**config.mk**
```make
export PLATFORM = sky130hd
export DESIGN_NAME = ipv4_hdr_check_top
export DESIGN_NICKNAME = d
export VERILOG_FILES = /design/src/rtl/ipv4_hdr_pkg.sv /design/src/rtl/ipv4_stat_if.sv /design/src/rtl/ipv4_checksum_verify.sv /design/src/rtl/ipv4_hdr_check_top.sv /design/src/rtl/ipv4_hdr_stats_regs.sv /design/src/rtl/ipv4_ttl_forward.sv
export SDC_FILE = /design/constraint.sdc
export NUM_CORES = 1
export LEC_CHECK = 0
export ABC_AREA = 1
export BUFFER_PORTS_ARGS = -buffer_cell sky130_fd_sc_hd__buf_4
export CAP_MARGIN = 30
export CORE_ASPECT_RATIO = 2
export CORE_MARGIN = 5
export CORE_UTILIZATION = 54
export CTS_BUF_LIST = sky130_fd_sc_hd__clkbuf_4 sky130_fd_sc_hd__clkbuf_8
export CTS_CLUSTER_SIZE = 40
export DETAILED_ROUTE_END_ITERATION = 6
export MAX_ROUTING_LAYER = met4
export PLACE_DENSITY_LB_ADDON = 0.08
export SLEW_MARGIN = 20
export SYNTH_ARGS = -nofsm -noshare
export SYNTH_HDL_FRONTEND = slang
export SYNTH_SLANG_ARGS = --single-unit
```
**constraint.sdc**
```tcl
create_clock -name clk -period 4.3 [get_ports clk]
set_input_delay 0.43 -clock clk [delete_from_list [all_inputs] [get_ports clk]]
set_output_delay 0.43 -clock clk [all_outputs]
set_load 0.01 [all_outputs]
```
**src/rtl/ipv4_hdr_pkg.sv**
```systemverilog
//////////////////////////////
// IPv4 header checker shared types, register map and checksum helpers
//////////////////////////////

package ipv4_hdr_pkg;

    //////////////////////////////
    // Widths
    //////////////////////////////

    // Ones-complement word width
    localparam int CSUM_W = 16;

    // Unfolded sum, room for ten words plus carries
    localparam int SUM_W = 20;

    // Counter and register data width
    localparam int CNT_W = 32;

    localparam int REG_ADDR_W = 2;

    //////////////////////////////
    // Register map
    //////////////////////////////

    // Bit 0 is dec_ttl_en, other bits read zero
    localparam logic [REG_ADDR_W-1:0] REG_CTRL    = 2'd0;
    localparam logic [REG_ADDR_W-1:0] REG_GOOD    = 2'd1;
    localparam logic [REG_ADDR_W-1:0] REG_BAD     = 2'd2;
    localparam logic [REG_ADDR_W-1:0] REG_EXPIRED = 2'd3;

    //////////////////////////////
    // Header layout
    //////////////////////////////

    // Version 4, IHL 5, no options
    localparam logic [7:0] IPV4_VER_IHL = 8'h45;

    // Fields after the fixed version/IHL byte, 152 bits
    typedef struct packed {
        logic [5:0]  dscp;
        logic [1:0]  ecn;
        logic [15:0] length;
        logic [15:0] identification;
        logic [2:0]  flags;
        logic [12:0] frag_offset;
        logic [7:0]  ttl;
        logic [7:0]  protocol;
        logic [15:0] hdr_chksum;
        logic [31:0] src_ip;
        logic [31:0] dst_ip;
    } ipv4_hdr_t;

    // End-around carry, applied twice so no carry can remain
    function automatic logic [CSUM_W-1:0] csum_fold(input logic [SUM_W-1:0] sum);
        logic [SUM_W-1:0] t;
        t = SUM_W'(sum[CSUM_W-1:0]) + SUM_W'(sum[SUM_W-1:CSUM_W]);
        t = SUM_W'(t[CSUM_W-1:0]) + SUM_W'(t[CSUM_W]);
        return t[CSUM_W-1:0];
    endfunction

endpackage

```
**src/rtl/ipv4_stat_if.sv**
```systemverilog
//////////////////////////////
// Per-header result pulses and TTL control
//////////////////////////////

interface ipv4_stat_if;

    // One pulse per header, two cycles after req
    logic result_valid;
    // Valid only with result_valid
    logic chksum_ok;
    // Aligned with result_valid
    logic expired;
    // Level from the control register
    logic dec_ttl_en;

    modport src (
        output result_valid,
        output chksum_ok,
        output expired,
        input  dec_ttl_en
    );

    modport sink (
        input  result_valid,
        input  chksum_ok,
        input  expired,
        output dec_ttl_en
    );

endinterface

```
**src/rtl/ipv4_checksum_verify.sv**
```systemverilog
//////////////////////////////
// IPv4 header checksum verifier, two-stage sum and fold
//////////////////////////////

module ipv4_checksum_verify (
    input  logic                  clk,
    input  logic                  arst_n,
    input  logic                  req,
    input  ipv4_hdr_pkg::ipv4_hdr_t hdr,
    ipv4_stat_if.src              stat
);

    import ipv4_hdr_pkg::*;

    logic [CSUM_W-1:0] words [10];
    logic [SUM_W-1:0]  sum_c;
    logic [SUM_W-1:0]  sum_q;
    logic              valid_q;

    //////////////////////////////
    // Header words
    //////////////////////////////

    // The checksum word is summed too, a clean header folds to all ones
    always_comb begin
        words[0] = {IPV4_VER_IHL, hdr.dscp, hdr.ecn};
        words[1] = hdr.length;
        words[2] = hdr.identification;
        words[3] = {hdr.flags, hdr.frag_offset};
        words[4] = {hdr.ttl, hdr.protocol};
        words[5] = hdr.hdr_chksum;
        words[6] = hdr.src_ip[31:16];
        words[7] = hdr.src_ip[15:0];
        words[8] = hdr.dst_ip[31:16];
        words[9] = hdr.dst_ip[15:0];
    end

    always_comb begin
        sum_c = '0;
        for (int i = 0; i < $size(words); i++) begin
            sum_c = sum_c + SUM_W'(words[i]);
        end
    end

    //////////////////////////////
    // Stage 1
    //////////////////////////////

    always_ff @(posedge clk or negedge arst_n) begin
        if (!arst_n) begin
            valid_q <= 1'b0;
        end else begin
            valid_q <= req;
        end
    end

    // Unfolded sum, held between headers
    always_ff @(posedge clk) begin
        if (req) begin
            sum_q <= sum_c;
        end
    end

    //////////////////////////////
    // Stage 2
    //////////////////////////////

    always_ff @(posedge clk or negedge arst_n) begin
        if (!arst_n) begin
            stat.result_valid <= 1'b0;
            stat.chksum_ok    <= 1'b0;
        end else begin
            stat.result_valid <= valid_q;
            if (valid_q) begin
                stat.chksum_ok <= (csum_fold(sum_q) == {CSUM_W{1'b1}});
            end
        end
    end

    // Fixed latency of two, one result per request
    a_result_latency : assert property (
        @(posedge clk) disable iff (!arst_n)
        stat.result_valid == $past(req, 2)
    );

endmodule

```
**src/rtl/ipv4_hdr_check_top.sv**
```systemverilog
//////////////////////////////
// IPv4 header checker and TTL forwarder with statistics
//////////////////////////////

module ipv4_hdr_check_top (
    input  logic                                clk,
    input  logic                                arst_n,

    // Header in
    input  logic                                req,
    input  ipv4_hdr_pkg::ipv4_hdr_t             in_hdr,

    // Result, two cycles after req
    output logic                                output_valid,
    output logic                                chksum_valid,
    output logic                                expired,
    output ipv4_hdr_pkg::ipv4_hdr_t             out_hdr,

    // Register port
    input  logic                                reg_wr,
    input  logic [ipv4_hdr_pkg::REG_ADDR_W-1:0] reg_addr,
    input  logic [ipv4_hdr_pkg::CNT_W-1:0]      reg_wdata,
    output logic [ipv4_hdr_pkg::CNT_W-1:0]      reg_rdata
);

    ipv4_stat_if stat ();

    //////////////////////////////
    // Datapath
    //////////////////////////////

    // Both stages see the same header on the same req
    ipv4_checksum_verify u_verify (
        .clk    ( clk    ),
        .arst_n ( arst_n ),
        .req    ( req    ),
        .hdr    ( in_hdr ),
        .stat   ( stat   )
    );

    ipv4_ttl_forward u_forward (
        .clk     ( clk     ),
        .arst_n  ( arst_n  ),
        .req     ( req     ),
        .hdr     ( in_hdr  ),
        .stat    ( stat    ),
        .out_hdr ( out_hdr )
    );

    //////////////////////////////
    // Statistics
    //////////////////////////////

    ipv4_hdr_stats_regs u_stats (
        .clk       ( clk       ),
        .arst_n    ( arst_n    ),
        .stat      ( stat      ),
        .reg_wr    ( reg_wr    ),
        .reg_addr  ( reg_addr  ),
        .reg_wdata ( reg_wdata ),
        .reg_rdata ( reg_rdata )
    );

    // Result flags straight from the interface
    assign output_valid = stat.result_valid;
    assign chksum_valid = stat.chksum_ok;
    assign expired      = stat.expired;

endmodule

```
**src/rtl/ipv4_hdr_stats_regs.sv**
```systemverilog
//////////////////////////////
// Control bit and good/bad/expired header counters
//////////////////////////////

module ipv4_hdr_stats_regs (
    input  logic                                clk,
    input  logic                                arst_n,
    ipv4_stat_if.sink                           stat,
    input  logic                                reg_wr,
    input  logic [ipv4_hdr_pkg::REG_ADDR_W-1:0] reg_addr,
    input  logic [ipv4_hdr_pkg::CNT_W-1:0]      reg_wdata,
    output logic [ipv4_hdr_pkg::CNT_W-1:0]      reg_rdata
);

    import ipv4_hdr_pkg::*;

    // Counters indexed by their register address
    logic [CNT_W-1:0] cnt_q   [REG_GOOD:REG_EXPIRED];
    logic             cnt_inc [REG_GOOD:REG_EXPIRED];
    logic             cnt_clr [REG_GOOD:REG_EXPIRED];

    //////////////////////////////
    // Control register
    //////////////////////////////

    always_ff @(posedge clk or negedge arst_n) begin
        if (!arst_n) begin
            stat.dec_ttl_en <= 1'b1;
        end else if (reg_wr && reg_addr == REG_CTRL) begin
            stat.dec_ttl_en <= reg_wdata[0];
        end
    end

    //////////////////////////////
    // Counters
    //////////////////////////////

    always_comb begin
        cnt_inc[REG_GOOD]    = stat.result_valid && stat.chksum_ok;
        cnt_inc[REG_BAD]     = stat.result_valid && !stat.chksum_ok;
        cnt_inc[REG_EXPIRED] = stat.result_valid && stat.expired;
    end

    // Any write to a counter address clears it
    always_comb begin
        for (int i = REG_GOOD; i <= REG_EXPIRED; i++) begin
            cnt_clr[i] = reg_wr && (reg_addr == REG_ADDR_W'(i));
        end
    end

    // Clear wins over a same-edge increment; counters wrap
    always_ff @(posedge clk or negedge arst_n) begin
        if (!arst_n) begin
            for (int i = REG_GOOD; i <= REG_EXPIRED; i++) begin
                cnt_q[i] <= '0;
            end
        end else begin
            for (int i = REG_GOOD; i <= REG_EXPIRED; i++) begin
                if (cnt_clr[i]) begin
                    cnt_q[i] <= '0;
                end else if (cnt_inc[i]) begin
                    cnt_q[i] <= cnt_q[i] + 1'b1;
                end
            end
        end
    end

    //////////////////////////////
    // Readback
    //////////////////////////////

    always_ff @(posedge clk or negedge arst_n) begin
        if (!arst_n) begin
            reg_rdata <= '0;
        end else begin
            case (reg_addr)
                REG_CTRL:    reg_rdata <= CNT_W'(stat.dec_ttl_en);
                REG_GOOD:    reg_rdata <= cnt_q[REG_GOOD];
                REG_BAD:     reg_rdata <= cnt_q[REG_BAD];
                REG_EXPIRED: reg_rdata <= cnt_q[REG_EXPIRED];
                default:     reg_rdata <= '0;
            endcase
        end
    end

    // Host sees clean data whatever address it drives
    a_rdata_known : assert property (
        @(posedge clk) disable iff (!arst_n)
        !$isunknown(reg_rdata)
    );

endmodule

```
**src/rtl/ipv4_ttl_forward.sv**
```systemverilog
//////////////////////////////
// TTL decrement with incremental checksum patch (RFC 1624)
//////////////////////////////

module ipv4_ttl_forward (
    input  logic                    clk,
    input  logic                    arst_n,
    input  logic                    req,
    input  ipv4_hdr_pkg::ipv4_hdr_t hdr,
    ipv4_stat_if.src                stat,
    output ipv4_hdr_pkg::ipv4_hdr_t out_hdr
);

    import ipv4_hdr_pkg::*;

    logic [CSUM_W-1:0] old_tp;
    logic [CSUM_W-1:0] new_tp;
    logic [CSUM_W-1:0] inv_tp;
    logic [CSUM_W-1:0] inv_chk;
    logic [SUM_W-1:0]  patch_sum;
    logic              ttl_expire;

    ipv4_hdr_t         hdr_q;
    logic [SUM_W-1:0]  sum_q;
    logic              valid_q;
    logic              dec_q;
    logic              expired_q;
    ipv4_hdr_t         fwd_hdr;

    //////////////////////////////
    // Stage 1
    //////////////////////////////

    // TTL of 0 or 1 cannot be forwarded
    assign ttl_expire = (hdr.ttl <= 8'd1);

    // HC' = ~(~HC + ~m + m')
    assign old_tp    = {hdr.ttl, hdr.protocol};
    assign new_tp    = {hdr.ttl - 8'd1, hdr.protocol};
    assign inv_tp    = ~old_tp;
    assign inv_chk   = ~hdr.hdr_chksum;
    assign patch_sum = SUM_W'(inv_chk) + SUM_W'(inv_tp) + SUM_W'(new_tp);

    always_ff @(posedge clk or negedge arst_n) begin
        if (!arst_n) begin
            valid_q   <= 1'b0;
            expired_q <= 1'b0;
        end else begin
            valid_q   <= req;
            expired_q <= req && ttl_expire;
        end
    end

    always_ff @(posedge clk) begin
        if (req) begin
            hdr_q <= hdr;
            sum_q <= patch_sum;
            dec_q <= stat.dec_ttl_en && !ttl_expire;
        end
    end

    //////////////////////////////
    // Stage 2
    //////////////////////////////

    always_comb begin
        fwd_hdr = hdr_q;
        if (dec_q) begin
            fwd_hdr.ttl        = hdr_q.ttl - 8'd1;
            fwd_hdr.hdr_chksum = ~csum_fold(sum_q);
        end
    end

    always_ff @(posedge clk or negedge arst_n) begin
        if (!arst_n) begin
            stat.expired <= 1'b0;
        end else begin
            stat.expired <= expired_q;
        end
    end

    always_ff @(posedge clk) begin
        if (valid_q) begin
            out_hdr <= fwd_hdr;
        end
    end

    // Expired headers leave untouched
    a_expired_passthru : assert property (
        @(posedge clk) disable iff (!arst_n)
        stat.expired |-> (out_hdr == $past(hdr, 2))
    );

endmodule

```
==> results by group <==
Outcome
  • Status: finished, violations left
  • Failing checks: design-rule violations, negative setup slack

Routing
  • Post-Route WL: 76,710 um
  • Vias: 19,140
  • Drt first-iter violations: 1,151
  • WL/cell: 21.90 um
  • DRC: 2
  • Avg Vias per Cell: 5.464
  • DRT antenna net count: 0
  • Pre-antenna DRT Iters: 7

Power
  • Lkg Pwr: 14.09 nW
  • PwrDens: 613.2 mW/mm^2
  • Design Power: 19.59 mW
  • Maximum VDD drop: 0.0007155 V

Clock tree
  • Root Buffer: clkbuf_8
  • CTS tree: built
  • Num CTS Buffers: 69
  • H-tree depth: 3
  • CTS sink count: 477
  • Clock Path Buffers: 3
  • CTS clk-pin slew, worst paths: 0.06 ns
  • Clock Latency Late Sink: 0.64 ns

Cells and area
  • Filler Cell Count: 3,220
  • Layout Nets: 3,269
  • P&R area growth vs syn: 29.76%
  • Most common cell after layout, fill and taps aside: buf_4
  • Post-Layout Cell Count: 3,502
  • Layout cells sized above 1: 0.2498
  • Most frequent cells in the layout: buf_4, inv_1, nand2_1

Yosys
  • Top cell type's share of synthesized area: 0.4183
  • Ranking of synthesized cells by area: edfxtp_1, dfrtp_1, fa_1, inv_1, nand2_1
  • Synthesized flop and latch total: 477
  • Syn_nets: 2,651
  • Syn avg cell area: 10.86 sq um
  • Synth area leader: edfxtp_1
  • Synth Cell Area: 0.02462 sq mm
  • Main synth FF type: edfxtp_1
  • Yosys Warn Count: 0
  • Post-Syn Instances: 2,268
  • Synth cell types: 59
  • Async SR Flop Fraction: 0.2809
  • Number of synthesized flops with an enable pin: 343
  • Sequential element share of the synthesized area: 0.5545

Floorplanning
  • Rows: 110
  • Initial Utilization: 0.5455
  • Die Wd: 161 um
  • CORE AREA: 0.04514 sq mm
  • IO Count: 377
  • Die H: 312 um
  • Die area: 0.05023 sq mm

Global route
  • First-pass GRT wire length: 114,400 um
  • Initial antenna violation count: 4
  • Grt ovf: 0
  • Largest net degree at the start of global routing: 140
  • Vias in the first global route: 20,690
  • Busiest grt layer: met2
  • Met1 Use GR: 0.2691
  • Routing usage on met3: 0.04338
  • Grt met2 use: 0.6011
  • Gr usage total: 0.3090

Critical path
  • FF-to-FF setup slack: 0.71 ns
  • Worst Path Required: 4.66 ns
  • Crit path arrival time: 5.36 ns
  • CP Launch Type: input port
  • Worst Setup Path Type: in2reg
  • Reg2reg start: u_verify.sum_q[0]
  • Kind of end point of the critical path: flip-flop
  • R2R cell count: 21
  • Crit Path Max Fanout: 4
  • RR Endpoint: u_verify.stat.chksum_ok

Timing
  • Slew headroom: 0.3135
  • Final Skew: 0.03254 ns
  • RSZ-0062 raised after global routing: yes
  • Max-slew violation count: 0
  • Fin. Hold Viols: 0
  • Tmin final: 5.001 ns
  • Worst Max-Slew Pin Slew: 1.030 ns
  • Final setup viols: 14
  • Period utilization: 1.163
  • Setup WS post-layout: -0.7014 ns
  • Max Fclk: 199.9 MHz

Place
  • Post-Place Setup Slack: -1.349 ns
  • IO Port Bufs: 345
  • GPL Wtd Cong: 0.9630
  • Dpl cells: 3,231
  • Detail Placement HPWL: 57,870 um

Run
  • Max_cap viols: 0

Hold path
  • Worst hold start: in_hdr[93]
  • Worst hold path cell count: 1
  • Path type of the worst min-delay path: in2reg
  • WHS Endpoint: u_forward.hdr_q[93]
## Yosys cell counts, drive strengths merged, types with 2 or more instances
| master | number |
|---|---|
| ha | 77 |
| dfrtp | 133 |
| nand2 | 392 |
| o21ai | 106 |
| nand3b | 2 |
| edfxtp | 343 |
| o21a | 10 |
| a21o | 3 |
| o21bai | 3 |
| or2 | 7 |
| a211oi | 4 |
| nor2 | 154 |
| o2111ai | 2 |
| a221oi | 4 |
| o211ai | 4 |
| a21oi | 124 |
| fa | 116 |
| nor4 | 15 |
| a21boi | 6 |
| nand4 | 44 |
| clkbuf | 16 |
| buf | 6 |
| inv | 397 |
| nor3 | 60 |
| xor2 | 58 |
| a31oi | 12 |
| o221ai | 29 |
| and2 | 3 |
| nand3 | 108 |
| xnor2 | 22 |
## repair_timing
item / in CTS / in global routing
pin swaps: 47 / 60
setup endpoints to repair: 13 / 14
resized for setup: 54 / 51
hold endpoints to repair: 182 / 0
buffers inserted: 16 / 12
hold buffers: 119 / 0
## final cells by class
class,instances,area (sq um),area share
Sequential cell,477,13660,0.4274
Multi-Input combinational cell,1371,10030,0.3138
Timing Repair Buffer,569,4725,0.1479
Inverter,398,1494,0.04675
Clock buffer,94,1169,0.03657
Tap cell,560,700.7,0.02193
Clock inverter,29,168.9,0.005286
Antenna cell,4,10.01,0.0003133
## cells by family after synthesis
family,Yosys count,synth area share
AOI/OAI and AO/OA,311,0.07307
xor gates and xnor gates,80,0.02922
adders and majority gates,193,0.1334
buffers and inverters,420,0.06463
DFF,477,0.5545
and+or+nand+nor,787,0.1452
## sequential cells by signal, summed over array words and instances (netlist names)
signal	flops
u_forward.sum_q	18
u_stats.stat.dec_ttl_en	1
u_forward.out_hdr	152
u_forward.expired_q	1
u_forward.stat.expired	1
u_forward.valid_q	1
u_verify.stat.result_valid	1
u_stats.reg_rdata	32
u_forward.dec_q	1
u_verify.stat.chksum_ok	1
u_verify.sum_q	20
u_stats.cnt_q	96
u_forward.fwd_hdr	128
u_forward.hdr_q	24
## worst max-delay path by stage
| stage | from | to | slack [ns] | cells past startpoint |
|---|---|---|---|---|
| finish | in_hdr[128] | u_verify.sum_q[18] | -0.70 | 27 |
| global route | in_hdr[131] | u_verify.sum_q[18] | -0.90 | 27 |
| CTS | in_hdr[131] | u_verify.sum_q[18] | -0.48 | 26 |
| detailed placement | in_hdr[131] | u_verify.sum_q[18] | -1.35 | 24 |
| global placement | in_hdr[150] | u_verify.sum_q[18] | -1.24 | 30 |
| floorplan | in_hdr[128] | u_verify.sum_q[18] | -0.78 | 26 |
## through the flow
stage,setup TNS [ns],area (sq um),util,hold slack [ns]
2_1_floorplan,-6.296,24900,-,0.1344
3_3_place_gp,-14.64,28740,0.6367,0.3705
3_5_place_dp,-16.17,28740,0.6367,0.3661
4_1_cts,-3.565,31600,0.7001,0.0002963
5_1_grt,-9.015,31950,0.7078,0.002129
6_report,-7.067,31950,0.7078,0.04175
## per-layer routing
metal | routed length, um | vias up | share of wire
li1 | - | 8851 | -
met1 | 23320 | 9340 | 0.30
met2 | 44560 | 680 | 0.58
met3 | 2965 | 265 | 0.039
met4 | 5865 | 0 | 0.076
met5 | 0 | - | 0
## report_power, final
part           internal, mW  switching [mW]
Clock                  1.79            1.80
Combinational          4.85            5.11
Sequential             5.76           0.295
## critical path, stage by stage
cell      delay, ns
buf_8          0.08
ha_4           0.13
inv_2          0.04
fa_2           0.38
o21ai_4        0.18
a21oi_2        0.08
o21bai_2       0.23
a21boi_4       0.09
buf_12         0.14
o21ai_4        0.19
buf_6          0.12
xor2_1         0.17
fa_1           0.44
inv_1          0.08
fa_1           0.43
fa_2           0.43
fa_1           0.50
inv_2          0.05
ha_4           0.29
nand2_2        0.08
nor2_4         0.10
nand4_1        0.10
o21ai_2        0.16
a21oi_1        0.10
nor2_1         0.12
nor2_1         0.06
xor2_1         0.16
Power figures use the tool's default switching activity.
